## config.mk

```make
export PLATFORM = sky130hd
export DESIGN_NAME = mem_arbiter
export DESIGN_NICKNAME = d
export VERILOG_FILES = /design/src/logic/mem_defs.svh /design/src/logic/rv_isa_pkg.sv /design/src/logic/mem_bus_pkg.sv /design/src/logic/mem_arbiter.sv
export SDC_FILE = /design/constraint.sdc
export NUM_CORES = 1
export LEC_CHECK = 0
export ABC_AREA = 1
export BUFFER_PORTS_ARGS = -buffer_cell sky130_fd_sc_hd__buf_2
export CAP_MARGIN = 20
export CORE_AREA = 4 4 83 85
export DETAILED_ROUTE_END_ITERATION = 6
export DIE_AREA = 0 0 87 89
export SLEW_MARGIN = 20
export SYNTH_ARGS = -nofsm -noshare
export SYNTH_HDL_FRONTEND = slang
export SYNTH_SLANG_ARGS = --single-unit
```

## constraint.sdc

```tcl
create_clock -name clk -period 1.6 [get_ports clk]
set_clock_uncertainty 0.2 [all_clocks]
set_input_delay 0.32 -clock clk [delete_from_list [all_inputs] [get_ports clk]]
set_output_delay 0.32 -clock clk [all_outputs]
set_load 0.03 [all_outputs]
```

## src/logic/mem_defs.svh

```systemverilog
/*
  Memory size and address map constants for the memory subsystem.
  Include wherever the address windows or storage size are needed.
*/
`ifndef MEM_DEFS_SVH
`define MEM_DEFS_SVH

// Storage size in bytes, 64 KiB
`define MEM_BYTES 65536

// Storage size in 32-bit words
`define MEM_WORDS (`MEM_BYTES / 4)

// Main memory window, MEM_BYTES long
`define MEM_BASE 32'h0100_0000

// Alias window onto the same storage
`define MEM_ALIAS_BASE 32'h4000_0000

`endif

```

## src/logic/rv_isa_pkg.sv

```systemverilog
/*
  RV32 load/store encodings and access sizes.
  Used by the load/store port to decode funct3.
*/
`default_nettype none

package rv_isa_pkg;

  // Load funct3 codes
  // Values 3'b011, 3'b110 and 3'b111 are not valid loads
  typedef enum logic [2:0] {
    FUNCT3_LB  = 3'b000,
    FUNCT3_LH  = 3'b001,
    FUNCT3_LW  = 3'b010,
    FUNCT3_LBU = 3'b100,
    FUNCT3_LHU = 3'b101
  } funct3_e;

  // Store codes share the low load values
  localparam funct3_e FUNCT3_SB = FUNCT3_LB;
  localparam funct3_e FUNCT3_SH = FUNCT3_LH;
  localparam funct3_e FUNCT3_SW = FUNCT3_LW;

  // Width of one access
  typedef enum logic [1:0] {
    SIZE_BYTE = 2'd0,
    SIZE_HALF = 2'd1,
    SIZE_WORD = 2'd2
  } acc_size_e;

endpackage

`default_nettype wire

```

## src/logic/mem_bus_pkg.sv

```systemverilog
/*
  Request and response structs of the internal word bus and of the
  client channels. The bus carries byte strobes, clients carry funct3.
*/
`default_nettype none

package mem_bus_pkg;

  // Word request towards the memory
  // Reads keep write low, strb is then ignored
  typedef struct packed {
    logic [31:0] addr;
    logic [31:0] wdata;
    logic [3:0]  strb;
    logic        write;
  } bus_req_t;

  // Word response, err marks an address outside the map
  typedef struct packed {
    logic [31:0] rdata;
    logic        err;
  } bus_rsp_t;

  // Load/store client request
  typedef struct packed {
    logic [31:0]         addr;
    logic [31:0]         wdata;
    rv_isa_pkg::funct3_e funct3;
    logic                store;
  } lsu_req_t;

  // Client response, shared by fetch and load/store
  // Stores and failed accesses return zero data
  typedef struct packed {
    logic [31:0] data;
    logic        err;
    logic        misaligned;
  } cli_rsp_t;

endpackage

`default_nettype wire

```

## src/logic/mem_arbiter.sv

```systemverilog
/*
  Two-master round-robin arbiter in front of the memory.
  Request handshake passes through combinationally, the registered winner
  steers the response valid one cycle later. Master 0 wins first after reset.
*/
`timescale 1ns/1ps
`default_nettype none

module mem_arbiter (
  input  wire logic                  clk,
  input  wire logic                  reset_i,
  // Master 0, the fetch port
  input  wire logic                  m0_valid_i,
  input  wire mem_bus_pkg::bus_req_t m0_req_i,
  output logic                       m0_ready_o,
  output logic                       m0_rsp_valid_o,
  // Master 1, the load/store port
  input  wire logic                  m1_valid_i,
  input  wire mem_bus_pkg::bus_req_t m1_req_i,
  output logic                       m1_ready_o,
  output logic                       m1_rsp_valid_o,
  // Slave side
  output logic                       s_valid_o,
  output mem_bus_pkg::bus_req_t      s_req_o,
  input  wire logic                  s_ready_i,
  input  wire logic                  s_rsp_valid_i
);

  logic grant_m1;
  logic accept;
  // Last winner, 1 means master 1
  // Also names the owner of the response due next cycle
  logic winner_q;

  // Master 1 wins when alone, or when both ask and master 0 won last
  assign grant_m1 = m1_valid_i & (~m0_valid_i | ~winner_q);

  assign s_valid_o = m0_valid_i | m1_valid_i;
  assign s_req_o   = grant_m1 ? m1_req_i : m0_req_i;

  assign m0_ready_o = s_ready_i & ~grant_m1;
  assign m1_ready_o = s_ready_i & grant_m1;

  assign accept = s_valid_o & s_ready_i;

  always_ff @(posedge clk) begin
    if (reset_i) begin
      // Pretend master 1 won so fetch has priority first
      winner_q <= 1'b1;
    end else if (accept) begin
      winner_q <= grant_m1;
    end
  end

  // Memory answers exactly one cycle after acceptance
  // so the winner register still holds the owner
  assign m0_rsp_valid_o = s_rsp_valid_i & ~winner_q;
  assign m1_rsp_valid_o = s_rsp_valid_i & winner_q;

endmodule

`default_nettype wire

```

; Word level (Yosys, flattened, before mapping)
; Index checks and enable logic that the tools add are counted.
[op_classes]
n_mux = 1
n_bitwise = 11
[ops]
columns = operator, n
row1 = $mux 69, 1
row2 = $and 1x1->1, 6
row3 = $not 1->1, 3
row4 = $or 1x1->1, 2
[totals]
register_bits = 1
input_bits = 144
out_inout_bits = 74
wordCells = 13

; Logic depth before layout (Yosys ltp)
[logic_depth]
depth_word = 5
depth_mapped = 6
depth_no_buf = 5

; Least setup slack after synthesis
; OpenSTA, ideal clock, no wires.
[synth_timing]
kind = register to output
from = register winner_q
to = output port m0_ready_o
arrival_time_ns = 1.147
t_required_ns = 1.080
slack_ns = -0.067
path_stages_with_launch = 6
n_path_buf = 1
cell_sequence = dfxtp_1 > nand2_2 > nand2_4 > inv_2 > buf_6 > nor2_1
[synth_via]
elab_chain_cells = 5
[synth_rtl]
columns = item, line
row1 = "start, declared", mem_arbiter.sv:33  ; logic winner_q;
row2 = "start signal, assigned", mem_arbiter.sv:51  ; winner_q <= grant_m1;
row3 = $not 1->1, mem_arbiter.sv:36  ; assign grant_m1 = m1_valid_i & (~m0_valid_i | ~winner_q);
row4 = $or 1x1->1, mem_arbiter.sv:36
row5 = $and 1x1->1, mem_arbiter.sv:36
row6 = $not 1->1, mem_arbiter.sv:41  ; assign m0_ready_o = s_ready_i & ~grant_m1;
row7 = $and 1x1->1, mem_arbiter.sv:41
row8 = "end, declared", mem_arbiter.sv:15  ; output logic m0_ready_o,
; Every way passes these cells.

==> results.txt <==
Reg-to-reg endpoint: winner_q
Hold Path Origin: reset_i
Hold slack: 0.329 ns
First-pass GRT wire length: 9410 um
Combinational share of power: 98.0%
IO Port Bufs: 217
Commonest non-fill, non-tap cells in the layout: 145 x buf_2, 118 x nand2_1, 74 x buf_6
Post-DP HPWL: 4710 um
RSZ-0062 raised after global routing: yes
Clock-pin slew on the worst setup and hold paths: 0 ns
Final setup violation count: 70
Leakage: 2.14 nW
Placed cell area: 2150 um2
Tot Pwr: 0.00158 W
Tmin final: 1.69 ns
Area grow syn2layout: 240%
P per Cell Area: 464 nW/um2
Initial antenna violation count: 0
Outcome: finished, violations left
Synthesized instance count: 238
Commonest non-fill, non-tap cell in the layout: buf_2
Yosys warnings: 0
Critical-path top delay cell: clkbuf_16
Net switching power: 0.000836 W
Via Count: 2288
Worst EP arrival: 1.17 ns
Starting Density: 16.1%
Largest registers: winner_q: 1 flops
Nets: 609
DRC Markers: 0
Part of the power in registers: 2.0%
Max reg flops: 1
Hold endpoint: winner_q
Worst R2R Path Depth: 3
Worst vdd ir: 0.250 mV
Drt total wl: 7710 um
DP Worst Slack: -0.161 ns
Share of layout cells above drive strength 1: 72.6%
Average cell area after synthesis: 4.20 um2
Clock power share: 0%
Crit start category: primary input
Register area share after synthesis: 2.00%
Via density: 4.24
Max_slew headroom: 86.4%
Critical path endpoint category: primary output
Post-route ant nets: 0
Initial drt markers: 39
Internal power: 0.000742 W
Unique cell type count in the Yosys netlist: 12
Height of the die: 89 um
Cell area after synthesis: 1000 um2
TNS Setup: -3.57 ns
Kind of critical path: primary input to primary output
#FFs+latches synth: 1
Num ports: 218
# hold bufs at CTS: 0
Crit-path cells: buf_8 -> nand2_8 -> nand2_8 -> inv_8 -> buf_6 -> clkbuf_16 -> nand2_2 -> nand2_2 -> buf_6
Reg with most FFs: winner_q
Max-slew violations: 0
Hold Path Class: primary input to flop
Required @ worst endpoint: 1.08 ns
Vias in the first global route: 2097
Pre-antenna DRT Iters: 4
Top cell type's share of synthesized area: 78.5%
GR Util All Layers: 14.9%
Switching share of power: 53.0%
Max Clk Rate: 592 MHz
Fin area: 3400 um2
GRT overflow: 0
Synth area leaders: nand2_1 78%, buf_6 10%, buf_2 2.5%
Fillers: 559
# diodes: 0
Core ar.: 6200 um2
Critical Path Fanout Max: 8
Tcrit/Tclk final: 106%
CP max stage delay: 0.17 ns
Yosys top cell by area: nand2_1
Worst-Margin Slew: 0.203 ns
Mapped Nets: 382
Max-cap violations: 0
Worst-Skew Late Latency: 0 ns
Failing checks: negative setup slack
R2r startpoint: winner_q
Final hold vios: 0
Routability Congestion: 0.858
Pin count of the biggest net entering global routing: 38
Die area: 7740 um2
Die span in x: 87 um
Hold Path Stages: 3
R2r setup slk: 0.66 ns
WL/cell: 14.3 um
Final worst slack: -0.0905 ns
Cell row count: 29
## worst max-delay path: cells and delay by family
| family | cells | cell delay [ns] |
|---|---|---|
| buffers and inverters | 5 | 0.58 |
| and+or+nand+nor | 4 | 0.26 |
## per-layer routing
| metal | share of wire (%) | global-route usage [%] | vias up |
|---|---|---|---|
| li1 | - | - | 1155 |
| met1 | 34 | 16.5 | 1004 |
| met2 | 56 | 31.0 | 121 |
| met3 | 8.4 | 1.94 | 8 |
| met4 | 1.1 | 1.27 | 0 |
| met5 | 0 | 0 | - |
## synthesized netlist by cell type
| cell | n |
|---|---|
| o21ai_0 | 1 |
| buf_2 | 5 |
| nor2_1 | 2 |
| nand2_4 | 1 |
| or2_2 | 1 |
| dfxtp_1 | 1 |
| buf_6 | 9 |
| nand2_1 | 209 |
| inv_1 | 5 |
| inv_2 | 1 |
| nand2_2 | 1 |
| nand3_1 | 2 |
## stage by stage
stage / util [%] / std cells
floorplan: - / 238
global placement: 34.6 / 523
detailed placement: 34.6 / 523
CTS: 46.8 / 535
global route: 54.8 / 540
finish: 54.8 / 540
## power groups by stage
stage                     Sequential, W  Clock [W]  Combinational, W
after floorplan               0.0000293          0          0.000615
after global routing          0.0000319          0           0.00164
after global placement        0.0000290          0          0.000980
after detailed placement      0.0000292          0          0.000988
final                         0.0000316          0           0.00155
after CTS                     0.0000317          0           0.00137
## cells by family (layout without fill, tap and decap cells)
logic type	Yosys count	count (layout)	synth area share, %
and+or+nand+nor	216	216	82.6
buffers and inverters	20	245	14.9
AOI/OAI and AO/OA	1	1	0.500
DFF	1	1	2.00
## how the worst max path moves through the flow
stage,slack (ns),to,cells after the start,startpoint
floorplan,0.06,s_req_o[58],6,winner_q
global placement,-0.13,s_req_o[46],8,m0_valid_i
detailed placement,-0.16,s_req_o[47],8,m0_valid_i
global route,-0.13,s_req_o[63],9,m0_valid_i
finish,-0.09,s_req_o[63],9,m0_valid_i
CTS,-0.07,s_req_o[7],9,m0_valid_i
## repair_timing
action / in CTS / in global routing
gates resized for setup: 173 / 115
setup endpoints to repair: 70 / 70
pin swaps: 9 / 44
gates cloned: 6 / 5
setup buffers: 6 / 0
## cell type report
class	count	area [um2]	area share [%]
inverter	6	30.0	0.883
multi-input combinational	217	1260	37.0
sequential	1	21.3	0.625
tap	77	96.3	2.83
timing repair buffer	239	1990	58.6
Power figures use the tool's default switching activity.
