### config.mk
export PLATFORM = sky130hd
export DESIGN_NAME = ifetch_port
export DESIGN_NICKNAME = d
export VERILOG_FILES = /design/src/logic/mem_defs.svh /design/src/logic/rv_isa_pkg.sv /design/src/logic/mem_bus_pkg.sv /design/src/logic/ifetch_port.sv
export SDC_FILE = /design/constraint.sdc
export NUM_CORES = 1
export LEC_CHECK = 0
export ABC_AREA = 1
export BUFFER_PORTS_ARGS = -buffer_cell sky130_fd_sc_hd__buf_2
export CAP_MARGIN = 0
export CORE_ASPECT_RATIO = 1.5
export CORE_UTILIZATION = 37
export CTS_CLUSTER_DIAMETER = 120
export DETAILED_ROUTE_END_ITERATION = 10
export PLACE_DENSITY = 0.8
export SYNTH_ARGS = -nofsm -noshare
export SYNTH_HDL_FRONTEND = slang
export SYNTH_SLANG_ARGS = --single-unit
export TNS_END_PERCENT = 50
### constraint.sdc
create_clock -name clk -period 2.6 [get_ports clk]
set_clock_uncertainty 0.2 [all_clocks]
set_input_delay 0.52 -clock clk [delete_from_list [all_inputs] [get_ports clk]]
set_output_delay 0.52 -clock clk [all_outputs]
set_load 0.005 [all_outputs]
### src/logic/mem_defs.svh
/*
  Memory size and address map constants for the memory subsystem.
  Include wherever the address windows or storage size are needed.
*/
`ifndef MEM_DEFS_SVH
`define MEM_DEFS_SVH

// Storage size in bytes, 64 KiB
`define MEM_BYTES 65536

// Storage size in 32-bit words
`define MEM_WORDS (`MEM_BYTES / 4)

// Main memory window, MEM_BYTES long
`define MEM_BASE 32'h0100_0000

// Alias window onto the same storage
`define MEM_ALIAS_BASE 32'h4000_0000

`endif

### src/logic/rv_isa_pkg.sv
/*
  RV32 load/store encodings and access sizes.
  Used by the load/store port to decode funct3.
*/
`default_nettype none

package rv_isa_pkg;

  // Load funct3 codes
  // Values 3'b011, 3'b110 and 3'b111 are not valid loads
  typedef enum logic [2:0] {
    FUNCT3_LB  = 3'b000,
    FUNCT3_LH  = 3'b001,
    FUNCT3_LW  = 3'b010,
    FUNCT3_LBU = 3'b100,
    FUNCT3_LHU = 3'b101
  } funct3_e;

  // Store codes share the low load values
  localparam funct3_e FUNCT3_SB = FUNCT3_LB;
  localparam funct3_e FUNCT3_SH = FUNCT3_LH;
  localparam funct3_e FUNCT3_SW = FUNCT3_LW;

  // Width of one access
  typedef enum logic [1:0] {
    SIZE_BYTE = 2'd0,
    SIZE_HALF = 2'd1,
    SIZE_WORD = 2'd2
  } acc_size_e;

endpackage

`default_nettype wire

### src/logic/mem_bus_pkg.sv
/*
  Request and response structs of the internal word bus and of the
  client channels. The bus carries byte strobes, clients carry funct3.
*/
`default_nettype none

package mem_bus_pkg;

  // Word request towards the memory
  // Reads keep write low, strb is then ignored
  typedef struct packed {
    logic [31:0] addr;
    logic [31:0] wdata;
    logic [3:0]  strb;
    logic        write;
  } bus_req_t;

  // Word response, err marks an address outside the map
  typedef struct packed {
    logic [31:0] rdata;
    logic        err;
  } bus_rsp_t;

  // Load/store client request
  typedef struct packed {
    logic [31:0]         addr;
    logic [31:0]         wdata;
    rv_isa_pkg::funct3_e funct3;
    logic                store;
  } lsu_req_t;

  // Client response, shared by fetch and load/store
  // Stores and failed accesses return zero data
  typedef struct packed {
    logic [31:0] data;
    logic        err;
    logic        misaligned;
  } cli_rsp_t;

endpackage

`default_nettype wire

### src/logic/ifetch_port.sv
/*
  Instruction fetch client port. Issues full-word reads, flags addresses
  off a word boundary as misaligned without a bus access, and buffers
  one response until the client takes it.
*/
`timescale 1ns/1ps
`default_nettype none

module ifetch_port (
  input  wire logic                  clk,
  input  wire logic                  reset_i,
  // Client side
  input  wire logic                  req_valid_i,
  input  wire logic [31:0]           req_addr_i,
  output logic                       req_ready_o,
  output logic                       rsp_valid_o,
  output mem_bus_pkg::cli_rsp_t      rsp_o,
  input  wire logic                  rsp_ready_i,
  // Bus side
  output logic                       bus_valid_o,
  output mem_bus_pkg::bus_req_t      bus_req_o,
  input  wire logic                  bus_ready_i,
  input  wire logic                  bus_rsp_valid_i,
  input  wire mem_bus_pkg::bus_rsp_t bus_rsp_i
);

  import mem_bus_pkg::*;

  logic     misal;
  logic     idle;
  logic     loc_acc;
  logic     rsp_full_q;
  cli_rsp_t rsp_q;

  assign misal = |req_addr_i[1:0];

  // Busy while a response is buffered or arriving
  assign idle = ~rsp_full_q & ~bus_rsp_valid_i;

  assign bus_valid_o = req_valid_i & idle & ~misal;
  assign req_ready_o = idle & (misal | bus_ready_i);
  assign loc_acc     = req_valid_i & req_ready_o & misal;

  // Plain word read
  assign bus_req_o.addr  = req_addr_i;
  assign bus_req_o.wdata = '0;
  assign bus_req_o.strb  = '0;
  assign bus_req_o.write = 1'b0;

  always_ff @(posedge clk) begin
    if (reset_i) begin
      rsp_full_q <= 1'b0;
    end else if (bus_rsp_valid_i || loc_acc) begin
      rsp_full_q <= 1'b1;
    end else if (rsp_full_q && rsp_ready_i) begin
      rsp_full_q <= 1'b0;
    end
  end

  always_ff @(posedge clk) begin
    if (bus_rsp_valid_i) begin
      rsp_q.data       <= bus_rsp_i.rdata;
      rsp_q.err        <= bus_rsp_i.err;
      rsp_q.misaligned <= 1'b0;
    end else if (loc_acc) begin
      rsp_q.data       <= '0;
      rsp_q.err        <= 1'b0;
      rsp_q.misaligned <= 1'b1;
    end
  end

  assign rsp_valid_o = rsp_full_q;
  assign rsp_o       = rsp_q;

endmodule

`default_nettype wire

After elaboration in Yosys (flattened, before gate mapping)

Index checks and enable logic that the tools add are counted.
Widths: inputs -> output; s select.

Register bits: 35
Latch bits: 0
Memory bits (writable): 0
ROM bits: 0
Output and inout port bits: 106
Logic and storage cells: 23
Memories kept: 0

$add $sub $neg: 0
Multipliers: 0
Divide/modulo/power cells: 0
Order comparisons: 0
Equal/unequal tests: 0
Shifts and indexed selects: 0
Muxes and demuxes: 4
Bitwise gates (word level): 10
Reduce and logical (&&, ||, !) cells: 5

Operators by type and width:

| operator          | number |
|---|---|
| $mux 34           | 2 |
| $and 1x1->1       | 6 |
| $reduce_bool 2->1 | 2 |
| $not 1->1         | 3 |
| $mux 1            | 2 |
| $reduce_or 2->1   | 1 |
| $logic_and 1x1->1 | 1 |
| $logic_or 1x1->1  | 1 |
| $or 1x1->1        | 1 |

Longest topological paths before layout

Depth in word-level cells: 7
Depth in mapped cells: 6

Worst setup path before layout

OpenSTA, ideal clock, no wires.

Path type: input -> register
Start point: input bus_rsp_valid_i
End point: register rsp_q (netlist bit rsp_o[10]) (enable)
Library setup time: 0.390 ns
Arrival: 1.551 ns
Setup slack: 0.458 ns
Stages on the path: 4
Buffers on the path: 1
Cells stage by stage: buf_6 -> nor2_8 -> nand3_4 -> nand2_1

Longest elaborated chain between the ends: 6

RTL lines:

| item                            | RTL line          | text |
|---|---|---|
| from (decl)                     | ifetch_port.sv:23 | `input wire logic bus_rsp_valid_i,` |
| $not 1->1                       | ifetch_port.sv:38 | `assign idle = ~rsp_full_q & ~bus_rsp_valid_i;` |
| $and 1x1->1                     | ifetch_port.sv:38 |  |
| $and 1x1->1                     | ifetch_port.sv:41 | `assign req_ready_o = idle & (misal \| bus_ready_i);` |
| $and 1x1->1 (2 in series)       | ifetch_port.sv:42 | `assign loc_acc = req_valid_i & req_ready_o & misal;` |
| $reduce_bool 2->1 (no line) (*) | n/a               |  |
| to (decl)                       | ifetch_port.sv:33 | `cli_rsp_t rsp_q;` |

Every way passes the cells marked *; elsewhere a longest branch is shown, timed or not.
A chain may end at the register's enable or synchronous reset.

Worst setup path after layout

Start point: input req_addr_i[0]
End point: output req_ready_o

Longest elaborated chain between the ends: 3

RTL lines:

| item            | RTL line          | text |
|---|---|---|
| from (decl)     | ifetch_port.sv:14 | `input wire logic [31:0] req_addr_i,` |
| $reduce_or 2->1 | ifetch_port.sv:35 | `assign misal = \|req_addr_i[1:0];` |
| $or 1x1->1      | ifetch_port.sv:41 |  |
| $and 1x1->1     | ifetch_port.sv:41 |  |
| to (decl)       | ifetch_port.sv:15 | `output logic req_ready_o,` |

Every way passes these cells.

==> summary.txt <==
Global route
  • Routing usage on met2: 0.207
  • Met1 GRT Util: 0.0800
  • GRT Overall Usage: 0.127
  • Pin count of the biggest net entering global routing: 34
  • Gr busiest metal: met2
  • Congestion Overflow GR: 0
  • Vias in the first global route: 968
  • Initial antenna violation count: 0
  • Global-route wire length before repair: 4.97 mm
  • GRT met3 Usage: 0.133

CTS
  • Worst skew pair latency: 0.28 ns
  • Clk root buf: clkbuf_8
  • PostCTS Resize Cnt: 0
  • Post-CTS Hold Buffers: 0
  • TritonCTS Buffers: 5
  • Clock Path Buffers: 2
  • H-Tree Depth: 2
  • CTS tree: built
  • Sink Count: 35
  • Number of setup buffers added after CTS: 0
  • Clock transition at path regs: 0.07 ns

Timing
  • Setup_tns: 0 ns
  • Final setup viols: 0
  • Max Slew Vio Count: 0
  • Fmax: 547 MHz
  • Fin. Hold Viols: 0
  • Minimum clock period: 1.83 ns
  • Hold slack final: 0.265 ns
  • RSZ-0062 raised after global routing: no
  • Fin crit share: 0.703

Placed design
  • Port buffer count: 79
  • GP Congestion: 0.725
  • Cells after DPL: 303
  • Post-detail-place hpwl: 3.13 mm

Power
  • Logic pwr share: 0.125
  • Flop pwr share: 0.578
  • P per Cell Area: 555 nW/um^2
  • Switching Share: 0.225
  • Clock share of power: 0.297
  • Maximum vdd drop: 174 uV
  • Internal: 0.000903 W
  • Pleak: 1.26 nW
  • Psw: 0.000262 W

Logic synthesis
  • Synthesized flop and latch total: 35
  • Simple-Gate Fraction of Synth Area: 0.0998
  • Compound-gate portion of the synthesized area: 0.00644
  • Largest family of logic cells by synthesized area: buffers and inverters
  • Post-synthesis cell type count: 13
  • Post-Synth XOR/XNOR Area: 0
  • Synth Instances: 193
  • Mapped Area: 1940 um^2
  • Synth Area in Adders: 0
  • Avg Cell Area, Syn: 10.1 um^2
  • Syn. warnings: 0
  • Sequential area share after synthesis: 0.531
  • Mux contribution to synthesized area: 0

Floorplan
  • Die Width: 61.2 um
  • Site Rows: 31
  • Core area: 4930 um^2
  • Die area: 5550 um^2
  • Initial Util: 0.394
  • Die Y: 90.8 um
  • Num ports: 177

Setup path
  • CP Max Fanout: 3
  • CP Class: input pin to output pin
  • CP startpoint kind: input pin
  • Crit path DAT: 1.11 ns
  • Crit. End Element: output pin
  • Required @ worst endpoint: 1.88 ns

Detailed routing
  • Starting DRT DRC Count: 31
  • Drt drc: 0
  • Vias per inst: 3.91
  • Total number of vias: 1212
  • Drt total wl: 3.81 mm
  • Wire per inst: 12.3 um
  • DRT Pass-1 Iters: 4
  • Final ANT Viol Nets: 0

Outcome
  • Status: completed

Final layout
  • Post-Layout Cell Count: 310
  • Most frequent cells in the layout: buf_2 (79), inv_1 (40), nand2_1 (38)
  • Ant diodes: 0
  • Nets: 315
  • Share of layout cells above drive strength 1: 0.369
  • Multi-input gate area: 345 um^2
  • Commonest non-fill, non-tap cell in the layout: buf_2
  • # fillers: 469
  • Register Area: 1030 um^2
  • Synthesis-to-layout area growth: 7.92%

Worst hold path
  • Hold WC Path Type: flip-flop to flip-flop

Flow run
  • Max-cap violations: 0
## state kept, by name, summed over array words and instances (netlist names)
| register | count |
|---|---|
| rsp_o | 34 |
| rsp_valid_o | 1 |
## through the flow
step	total power (W)	instance area (um^2)	utilization	setup WS [ns]
after floorplan	0.000834	2080	-	0.458
after global placement	0.000826	2020	0.410	0.763
after detailed placement	0.000830	2020	0.410	0.705
after CTS	0.00117	2100	0.426	0.764
after global routing	0.00121	2100	0.426	0.732
final	0.00116	2100	0.426	0.773
## routing by layer
layer	vias to the layer above	routed length [um]
li1	566	-
met1	512	961
met2	116	1720
met3	18	1000
met4	0	125
met5	-	0
## worst paths after layout
kind                       to  slack [ns]           from  depth (start not counted)
setup reg to reg    rsp_o[32]        1.00    rsp_valid_o                          4
setup / recovery  req_ready_o        0.77  req_addr_i[0]                          5
hold reg to reg      rsp_o[0]        0.27       rsp_o[0]                          2
hold / removal       rsp_o[0]        0.27       rsp_o[0]                          2
## final cells by class
| class | count | share of cell area |
|---|---|---|
| Clock buffer | 5 | 0.0328 |
| Clock inverter | 2 | 0.00418 |
| Inverter | 40 | 0.0716 |
| Multi-Input combinational cell | 81 | 0.165 |
| Sequential cell | 35 | 0.492 |
| Tap cell | 66 | 0.0394 |
| Timing Repair Buffer | 81 | 0.196 |
## cell families after synthesis
| kind of cell | after synthesis |
|---|---|
| buffers and inverters | 113 |
| other | 1 |
| AOI/OAI and AO/OA | 2 |
| and+or+nand+nor | 42 |
| DFF | 35 |
## synth_stat cells
library cell / count / area share
inv_1: 40 / 0.077
nor2_8: 1 / 0.010
nand3_4: 1 / 0.0090
nand2_1: 38 / 0.073
dfxtp_1: 2 / 0.021
conb_1: 1 / 0.0019
nand3_2: 1 / 0.0052
a21oi_1: 1 / 0.0026
nor2_1: 1 / 0.0019
o21a_1: 1 / 0.0039
edfxtp_1: 33 / 0.51
buf_6: 1 / 0.0058
buf_4: 72 / 0.28
## power by group through the flow
stage / Clock [W] / Combinational, W / Sequential (W)
floorplan: 0 / 0.000142 / 0.000692
global placement: 0 / 0.000142 / 0.000684
detailed placement: 0 / 0.000145 / 0.000685
CTS: 0.000353 / 0.000146 / 0.000673
global route: 0.000369 / 0.000167 / 0.000677
finish: 0.000346 / 0.000146 / 0.000673
## critical path, stage by stage
cell and delay [ns]:
buf_2 0.10, inv_1 0.05, nand2_1 0.11, o21a_1 0.20
buf_2 0.13
Note: power is estimated with default switching activity, not from simulation.
