## src/logic/mem_defs.svh

```systemverilog
/*
  Memory size and address map constants for the memory subsystem.
  Include wherever the address windows or storage size are needed.
*/
`ifndef MEM_DEFS_SVH
`define MEM_DEFS_SVH

// Storage size in bytes, 64 KiB
`define MEM_BYTES 65536

// Storage size in 32-bit words
`define MEM_WORDS (`MEM_BYTES / 4)

// Main memory window, MEM_BYTES long
`define MEM_BASE 32'h0100_0000

// Alias window onto the same storage
`define MEM_ALIAS_BASE 32'h4000_0000

`endif

```

## src/logic/rv_isa_pkg.sv

```systemverilog
/*
  RV32 load/store encodings and access sizes.
  Used by the load/store port to decode funct3.
*/
`default_nettype none

package rv_isa_pkg;

  // Load funct3 codes
  // Values 3'b011, 3'b110 and 3'b111 are not valid loads
  typedef enum logic [2:0] {
    FUNCT3_LB  = 3'b000,
    FUNCT3_LH  = 3'b001,
    FUNCT3_LW  = 3'b010,
    FUNCT3_LBU = 3'b100,
    FUNCT3_LHU = 3'b101
  } funct3_e;

  // Store codes share the low load values
  localparam funct3_e FUNCT3_SB = FUNCT3_LB;
  localparam funct3_e FUNCT3_SH = FUNCT3_LH;
  localparam funct3_e FUNCT3_SW = FUNCT3_LW;

  // Width of one access
  typedef enum logic [1:0] {
    SIZE_BYTE = 2'd0,
    SIZE_HALF = 2'd1,
    SIZE_WORD = 2'd2
  } acc_size_e;

endpackage

`default_nettype wire

```

## src/logic/mem_bus_pkg.sv

```systemverilog
/*
  Request and response structs of the internal word bus and of the
  client channels. The bus carries byte strobes, clients carry funct3.
*/
`default_nettype none

package mem_bus_pkg;

  // Word request towards the memory
  // Reads keep write low, strb is then ignored
  typedef struct packed {
    logic [31:0] addr;
    logic [31:0] wdata;
    logic [3:0]  strb;
    logic        write;
  } bus_req_t;

  // Word response, err marks an address outside the map
  typedef struct packed {
    logic [31:0] rdata;
    logic        err;
  } bus_rsp_t;

  // Load/store client request
  typedef struct packed {
    logic [31:0]         addr;
    logic [31:0]         wdata;
    rv_isa_pkg::funct3_e funct3;
    logic                store;
  } lsu_req_t;

  // Client response, shared by fetch and load/store
  // Stores and failed accesses return zero data
  typedef struct packed {
    logic [31:0] data;
    logic        err;
    logic        misaligned;
  } cli_rsp_t;

endpackage

`default_nettype wire

```

## src/logic/lsu_port.sv

```systemverilog
/*
  Load/store client port. Decodes funct3, checks alignment, places store
  data in byte lanes and extends load data from the returned word.
  Bad requests answer locally, one response is buffered until taken.
*/
`timescale 1ns/1ps
`default_nettype none

module lsu_port (
  input  wire logic                  clk,
  input  wire logic                  reset_i,
  // Client side
  input  wire logic                  req_valid_i,
  input  wire mem_bus_pkg::lsu_req_t req_i,
  output logic                       req_ready_o,
  output logic                       rsp_valid_o,
  output mem_bus_pkg::cli_rsp_t      rsp_o,
  input  wire logic                  rsp_ready_i,
  // Bus side
  output logic                       bus_valid_o,
  output mem_bus_pkg::bus_req_t      bus_req_o,
  input  wire logic                  bus_ready_i,
  input  wire logic                  bus_rsp_valid_i,
  input  wire mem_bus_pkg::bus_rsp_t bus_rsp_i
);

  import rv_isa_pkg::*;
  import mem_bus_pkg::*;

  acc_size_e   size;
  logic        sign_ext;
  logic        legal;
  logic        misal;
  logic        bad;
  logic        idle;
  logic        bus_acc;
  logic        loc_acc;
  logic [1:0]  off;
  logic [3:0]  strb;
  // Outstanding load state
  acc_size_e   size_q;
  logic        sign_q;
  logic [1:0]  off_q;
  logic        store_q;
  logic [31:0] lane;
  logic [31:0] load_data;
  // Response buffer
  logic        rsp_full_q;
  cli_rsp_t    rsp_q;

  // funct3 decode, stores have no unsigned forms
  always_comb begin
    size     = SIZE_WORD;
    sign_ext = 1'b0;
    legal    = 1'b1;
    if (req_i.store) begin
      case (req_i.funct3)
        FUNCT3_SB: size = SIZE_BYTE;
        FUNCT3_SH: size = SIZE_HALF;
        FUNCT3_SW: size = SIZE_WORD;
        default:   legal = 1'b0;
      endcase
    end else begin
      case (req_i.funct3)
        FUNCT3_LB: begin
          size     = SIZE_BYTE;
          sign_ext = 1'b1;
        end
        FUNCT3_LH: begin
          size     = SIZE_HALF;
          sign_ext = 1'b1;
        end
        FUNCT3_LW:  size = SIZE_WORD;
        FUNCT3_LBU: size = SIZE_BYTE;
        FUNCT3_LHU: size = SIZE_HALF;
        default:    legal = 1'b0;
      endcase
    end
  end

  assign off = req_i.addr[1:0];

  // Natural alignment and lane strobes
  always_comb begin
    case (size)
      SIZE_BYTE: begin
        misal = 1'b0;
        strb  = 4'b0001 << off;
      end
      SIZE_HALF: begin
        misal = off[0];
        strb  = 4'b0011 << off;
      end
      default: begin
        misal = |off;
        strb  = 4'b1111;
      end
    endcase
  end

  assign bad = ~legal | misal;

  // A response arriving this cycle still occupies the buffer
  assign idle = ~rsp_full_q & ~bus_rsp_valid_i;

  assign bus_valid_o = req_valid_i & idle & ~bad;
  assign req_ready_o = idle & (bad | bus_ready_i);

  assign bus_acc = bus_valid_o & bus_ready_i;
  assign loc_acc = req_valid_i & req_ready_o & bad;

  // Store data shifted into its byte lanes, strobes mask the rest
  assign bus_req_o.addr  = req_i.addr;
  assign bus_req_o.wdata = req_i.wdata << {off, 3'b000};
  assign bus_req_o.strb  = strb;
  assign bus_req_o.write = req_i.store;

  always_ff @(posedge clk) begin
    if (bus_acc) begin
      size_q  <= size;
      sign_q  <= sign_ext;
      off_q   <= off;
      store_q <= req_i.store;
    end
  end

  // Lane select and extension of the returned word
  assign lane = bus_rsp_i.rdata >> {off_q, 3'b000};

  always_comb begin
    case (size_q)
      SIZE_BYTE: load_data = {{24{sign_q & lane[7]}}, lane[7:0]};
      SIZE_HALF: load_data = {{16{sign_q & lane[15]}}, lane[15:0]};
      default:   load_data = lane;
    endcase
  end

  always_ff @(posedge clk) begin
    if (reset_i) begin
      rsp_full_q <= 1'b0;
    end else if (bus_rsp_valid_i || loc_acc) begin
      rsp_full_q <= 1'b1;
    end else if (rsp_full_q && rsp_ready_i) begin
      rsp_full_q <= 1'b0;
    end
  end

  always_ff @(posedge clk) begin
    if (bus_rsp_valid_i) begin
      rsp_q.data       <= store_q ? '0 : load_data;
      rsp_q.err        <= bus_rsp_i.err;
      rsp_q.misaligned <= 1'b0;
    end else if (loc_acc) begin
      // Unknown funct3 reports err, otherwise misalignment
      rsp_q.data       <= '0;
      rsp_q.err        <= ~legal;
      rsp_q.misaligned <= legal;
    end
  end

  assign rsp_valid_o = rsp_full_q;
  assign rsp_o       = rsp_q;

endmodule

`default_nettype wire

```

## config.mk

```make
export PLATFORM = sky130hd
export DESIGN_NAME = lsu_port
export DESIGN_NICKNAME = d
export VERILOG_FILES = /design/src/logic/mem_defs.svh /design/src/logic/rv_isa_pkg.sv /design/src/logic/mem_bus_pkg.sv /design/src/logic/lsu_port.sv
export SDC_FILE = /design/constraint.sdc
export NUM_CORES = 1
export LEC_CHECK = 0
export ABC_AREA = 0
export ABC_CLOCK_PERIOD_IN_PS = 6900
export BUFFER_PORTS_ARGS = -buffer_cell sky130_fd_sc_hd__buf_2
export CORE_UTILIZATION = 44
export CTS_CLUSTER_SIZE = 30
export DETAILED_ROUTE_END_ITERATION = 8
export HOLD_SLACK_MARGIN = 0.02
export PLACE_DENSITY_LB_ADDON = 0.12
export SLEW_MARGIN = 20
export SYNTH_ARGS = -nofsm -noshare
export SYNTH_HDL_FRONTEND = slang
export SYNTH_SLANG_ARGS = --single-unit
```

## constraint.sdc

```tcl
create_clock -name clk -period 6.9 [get_ports clk]
set_input_delay 1.38 -clock clk [delete_from_list [all_inputs] [get_ports clk]]
set_output_delay 1.38 -clock clk [all_outputs]
set_load 0.005 [all_outputs]
```

Word-level counts from Yosys, hierarchy flattened
Cells that the tools add are included.

operators by class
  shift-type cells = 4
  multipliers = 0
  equality and inequality tests = 6
  bitwise gates (word level) = 15
  divide/modulo/power cells = 0
  add/sub/neg operators = 0
  $lt $le $gt $ge = 0
  muxes and demuxes = 15
  reduce and logical (&&, ||, !) cells = 13

operator list
  cell                                             number
  two-way mux 34 bit                               2
  one-hot mux 32 bit (2 select lines)              1
  two-way mux 32 bit                               1
  << shifter 32 x 5 -> 32 bit                      1
  >> shifter 32 x 5 -> 32 bit                      1
  bitwise AND 1 bit                                9
  one-hot mux 2 bit (2 select lines)               2
  one-hot mux 4 bit (2 select lines)               1
  OR reduction 2 bit                               4
  == test 3 bit, second input constant             2
  two-way mux 1 bit                                6
  OR reduction 5 bit                               1
  == test 2 x 1 -> 1 bit, second input constant    2
  zero test 2 bit                                  2
  NOT 1 bit                                        4
  nonzero test 2 bit                               2
  << shifter 1 x 2 -> 4 bit, first input constant  1
  << shifter 2 x 2 -> 4 bit, first input constant  1
  == test 3 x 1 -> 1 bit, second input constant    1
  == test 3 x 2 -> 1 bit, second input constant    1
  zero test 3 bit                                  1
  OR reduction 3 bit                               1
  two-way mux 2 bit                                1
  bitwise OR 1 bit                                 2
  other kinds (3)                                  3

storage, ports and cells
  register bits after elaboration = 41
  bits in writable memories = 0
  memory bits (read-only) = 0
  memories = 0
  output and inout port bits = 106
  latch bits = 0
  logic and storage cells = 61
  bits of input ports = 107

Longest topological paths before layout
  depth in word-level cells = 13
  gate-level depth with buffers = 6
  depth with buffers taken out = 4

Least setup slack after synthesis
No wires, ideal clock.

  kind = input -> output
  start point = in req_i[37] (netlist bit)
  end point = out bus_req_o[4] (netlist bit)
  buffers on the path = 3
  cell stages on the path = 5
  data arrival time = 2176 ps
  required time = 5520 ps
  path slack = 3344 ps
  cells stage by stage = buf_2 -> buf_2 -> buf_2 -> o21ai_0 -> nand2_1

RTL lines
  item                line            source
  start: declaration  lsu_port.sv:14  input wire mem_bus_pkg::lsu_req_t req_i,
  end: declaration    lsu_port.sv:21  output mem_bus_pkg::bus_req_t bus_req_o,

Worst setup path in the final report
  start point = in req_i[36] (netlist bit)
  end point = out req_ready_o

on the way
  longest elaborated chain between the ends = 5

RTL lines
  item                                  line             source
  OR reduction 2 bit                    lsu_port.sv:95   misal = |off;
  one-hot mux 1 bit (2 select lines) *  lsu_port.sv:85   case (size)
  bitwise OR 1 bit *                    lsu_port.sv:101  assign bad = ~legal | misal;
  bitwise OR 1 bit *                    lsu_port.sv:107  assign req_ready_o = idle & (bad | bus_ready_i);
  bitwise AND 1 bit *                   lsu_port.sv:107
  end: declaration                      lsu_port.sv:15   output logic req_ready_o,

Mark *: on every way between the ends. The rest lies on a longest branch, timed or not.

==> qor.yml <==
logic_synthesis:
  netlist_instances: 291
  synth_top_cell_by_area: "edfxtp_1"
  synth_fp_nets: 398
  synth_seq_cells: 41
  synthArstFlopShare_pct: 0
  ys.flop_type: "edfxtp_1"
  ys_warn_count: 0
  synthDistinctLibCells: 33
  yosysSeqAreaShare_pct: 41.9
  syn_area_per_cell_um2: 9.92
  synth_area_leaders: "edfxtp_1 41%, mux2i_1 11%, buf_4 9.4%"
  syn_area_um2: 2890
  synth_edf_count: 39
  yosysTopAreaCellShare_pct: 40.6
detailed_routing:
  wl_per_cell_um: 15.1
  firstDrtPassIters: 4
  routed-via-count: 2542
  vias_per_cell: 5.32
  drt_iter0_drc: 99
  ant_nets: 0
  route.detailed.drc: 0
  totalWireLength_mm: 7.23
clocking:
  cts_root_buf: "clkbuf_8"
  post_cts_buffers: 0
  cts.sinks: 41
  clk_path_buf_depth: 2
  htreeDepth: 2
  cts_tree: "yes"
  clkTransAtPathRegs_ns: 0.08
  cts_made_buffers: 5
  cts_resized: 0
  insertion_delay_ns: 0.29
  postCtsHoldBufs: 0
worst_setup_path:
  crit_path_start_kind: "primary input"
  max_stage_delay_ns: 0.56
  rrSetupSlack_ns: 4.60
  endpoint_kind: "output port"
  crit_start: "req_i[36]"
  timing.critical_path.cells: "buf_2 > nor2_1 > a22oi_1 > o21a_1 > buf_2"
  required_ns: 5.52
  worstPathMaxFanout: 41
  rr_worst_depth: 4
  crit_type: "in -> out"
  cp-endpoint: "req_ready_o"
  reg2reg_from: "off_q[1]$_DFFE_PP_"
  reg2reg_to: "rsp_o[22]$_DFFE_PP_"
  cp.arrival_ns: 2.98
  slowest_stage: "buf_2"
  crit_top_cell: "buf_2"
layout:
  num-nets-final: 507
  areaGrowthSynthToFinish_pct: 21.5
  final_cell_area_um2: 3510
  diodes: 0
  drive_gt1_share_pct: 41.6
  fillers: 606
placed_design:
  post-dp-hpwl_mm: 5.54
  io_buffer_count: 152
  placedInstanceArea_um2: 3400
  dp_slack_ns: 2.55
  place_congestion: 0.924
die:
  die-area_um2: 6890
  io_pins: 213
  die_h_um: 83.0
  core_area_um2: 6350
  die_w_um: 83.0
  placementRows: 29
  initial_core_util_pct: 45.5
sta:
  tightestPinTransition_ns: 0.891
  setup_tns_ns: 0
  slew_violations: 0
  finalWorstSetupSlack_ns: 2.54
  finalSetupViolCount: 0
  rsz0062_at_grt: "false"
  clock_skew_ns: 0.00922
  max_freq_mhz: 230
  fin_crit_sh_pct: 63.1
  period_minus_slack_ns: 4.36
  hold_viol_final: 0
  slew_headroom_pct: 40.6
grt:
  groute.usage.overall_pct: 20.4
  grt_max_degree: 42
  grt_pass1_vias: 2332
  antenna_found_initial: 0
  grt_overflow_total: 0
  grt_pass1_wl_mm: 11.4
pwr:
  power_density_nw_per_um2: 171
  leakagePower_nw: 1.71
  ir_worst_vdd_mv: 0.114
hold_path:
  hold_path.class: "reg -> reg"
flow_run:
  maxCapViolations: 0
run_status:
  status: "finished clean"
==> area by class of cell <==
type | count | area [um^2] | share of cell area, %
clock inverter | 3 | 41.3 | 1.18
clock buffer | 5 | 68.8 | 1.96
sequential | 41 | 1210 | 34.5
inverter | 3 | 11.3 | 0.321
timing repair buffer | 154 | 776 | 22.1
multi-input combinational | 195 | 1310 | 37.2
tap | 77 | 96.3 | 2.75
==> registers in the layout, summed over array words and instances, names as in the netlist <==
name and count:
rsp_o 34, off_q 2, size_q 2, rsp_valid_o 1, sign_q 1, store_q 1
==> cell families (layout without fill, tap and decap cells) <==
group | after synthesis | count (layout) | synth area share, %
multiplexers | 34 | 34 | 12.2
buffers and inverters | 55 | 165 | 12.9
flip-flops | 41 | 41 | 41.9
AND/OR/NAND/NOR | 82 | 82 | 14.6
AO/OA/AOI/OAI | 79 | 79 | 18.4
==> worst min-delay path by stage <==
| stage | from | end | slack, ns | cells past startpoint |
|---|---|---|---|---|
| 6_report | rsp_o[0]$_SDFFE_PP0P_ | rsp_o[0]$_SDFFE_PP0P_ | 0.52 | 2 |
| 5_1_grt | rsp_o[0]$_SDFFE_PP0P_ | rsp_o[0]$_SDFFE_PP0P_ | 0.58 | 2 |
| 4_1_cts | rsp_o[0]$_SDFFE_PP0P_ | rsp_o[0]$_SDFFE_PP0P_ | 0.52 | 2 |
| 3_5_place_dp | rsp_o[0]$_SDFFE_PP0P_ | rsp_o[0]$_SDFFE_PP0P_ | 0.51 | 2 |
| 3_3_place_gp | rsp_o[0]$_SDFFE_PP0P_ | rsp_o[0]$_SDFFE_PP0P_ | 0.51 | 2 |
| 2_1_floorplan | rsp_o[0]$_SDFFE_PP0P_ | rsp_o[0]$_SDFFE_PP0P_ | 0.50 | 2 |
==> metal layers <==
metal / vias up / share of wire, % / global-route usage (%)
li1: 1249 / - / -
met3: 15 / 6.9 / 4.77
met2: 108 / 49 / 35.2
met1: 1170 / 42 / 25.2
met5: - / 0 / 0
met4: 0 / 1.4 / 6.11
==> stage by stage <==
stage          total power [mW]  util [%]  instances  hold WS [ns]
2_1_floorplan             0.366         -        291         0.498
3_3_place_gp              0.414      53.5        470         0.509
3_5_place_dp              0.415      53.5        470         0.508
4_1_cts                   0.603      55.3        478         0.523
5_1_grt                   0.623      55.3        478         0.583
6_report                  0.599      55.3        478         0.525
==> cells in the final DEF, fill, tap and decap left out, drive strengths merged, types with 13 or more instances in the layout <==
cell type / netlist / layout
edfxtp: 39 / 39
nor2: 30 / 30
mux2i: 33 / 33
a21oi: 13 / 13
o21ai: 20 / 20
a211oi: 29 / 29
nand2: 13 / 13
buf: 47 / 154
nor2b: 18 / 18
==> cell usage after synthesis (all sizes together), types with 3 or more instances <==
cell	n
nor2b	18
a21oi	13
clkbuf	5
buf	47
and2	11
o21ai	20
inv	3
edfxtp	39
nor3	3
nor2	30
a211oi	29
a21o	11
nand2	13
mux2i	33
==> where the power goes <==
part	leakage, nW	switching (mW)	internal [mW]
logic	1.24	0.0618	0.0560
registers	0.416	0.00412	0.286
clock network	0.0518	0.0848	0.107
==> critical path: cells and delay by family <==
kind | cells | cell delay (ns)
AO/OA/AOI/OAI | 2 | 0.62
AND/OR/NAND/NOR | 1 | 0.31
buffers and inverters | 2 | 0.66
No activity file was read; power rests on OpenSTA's default activity.
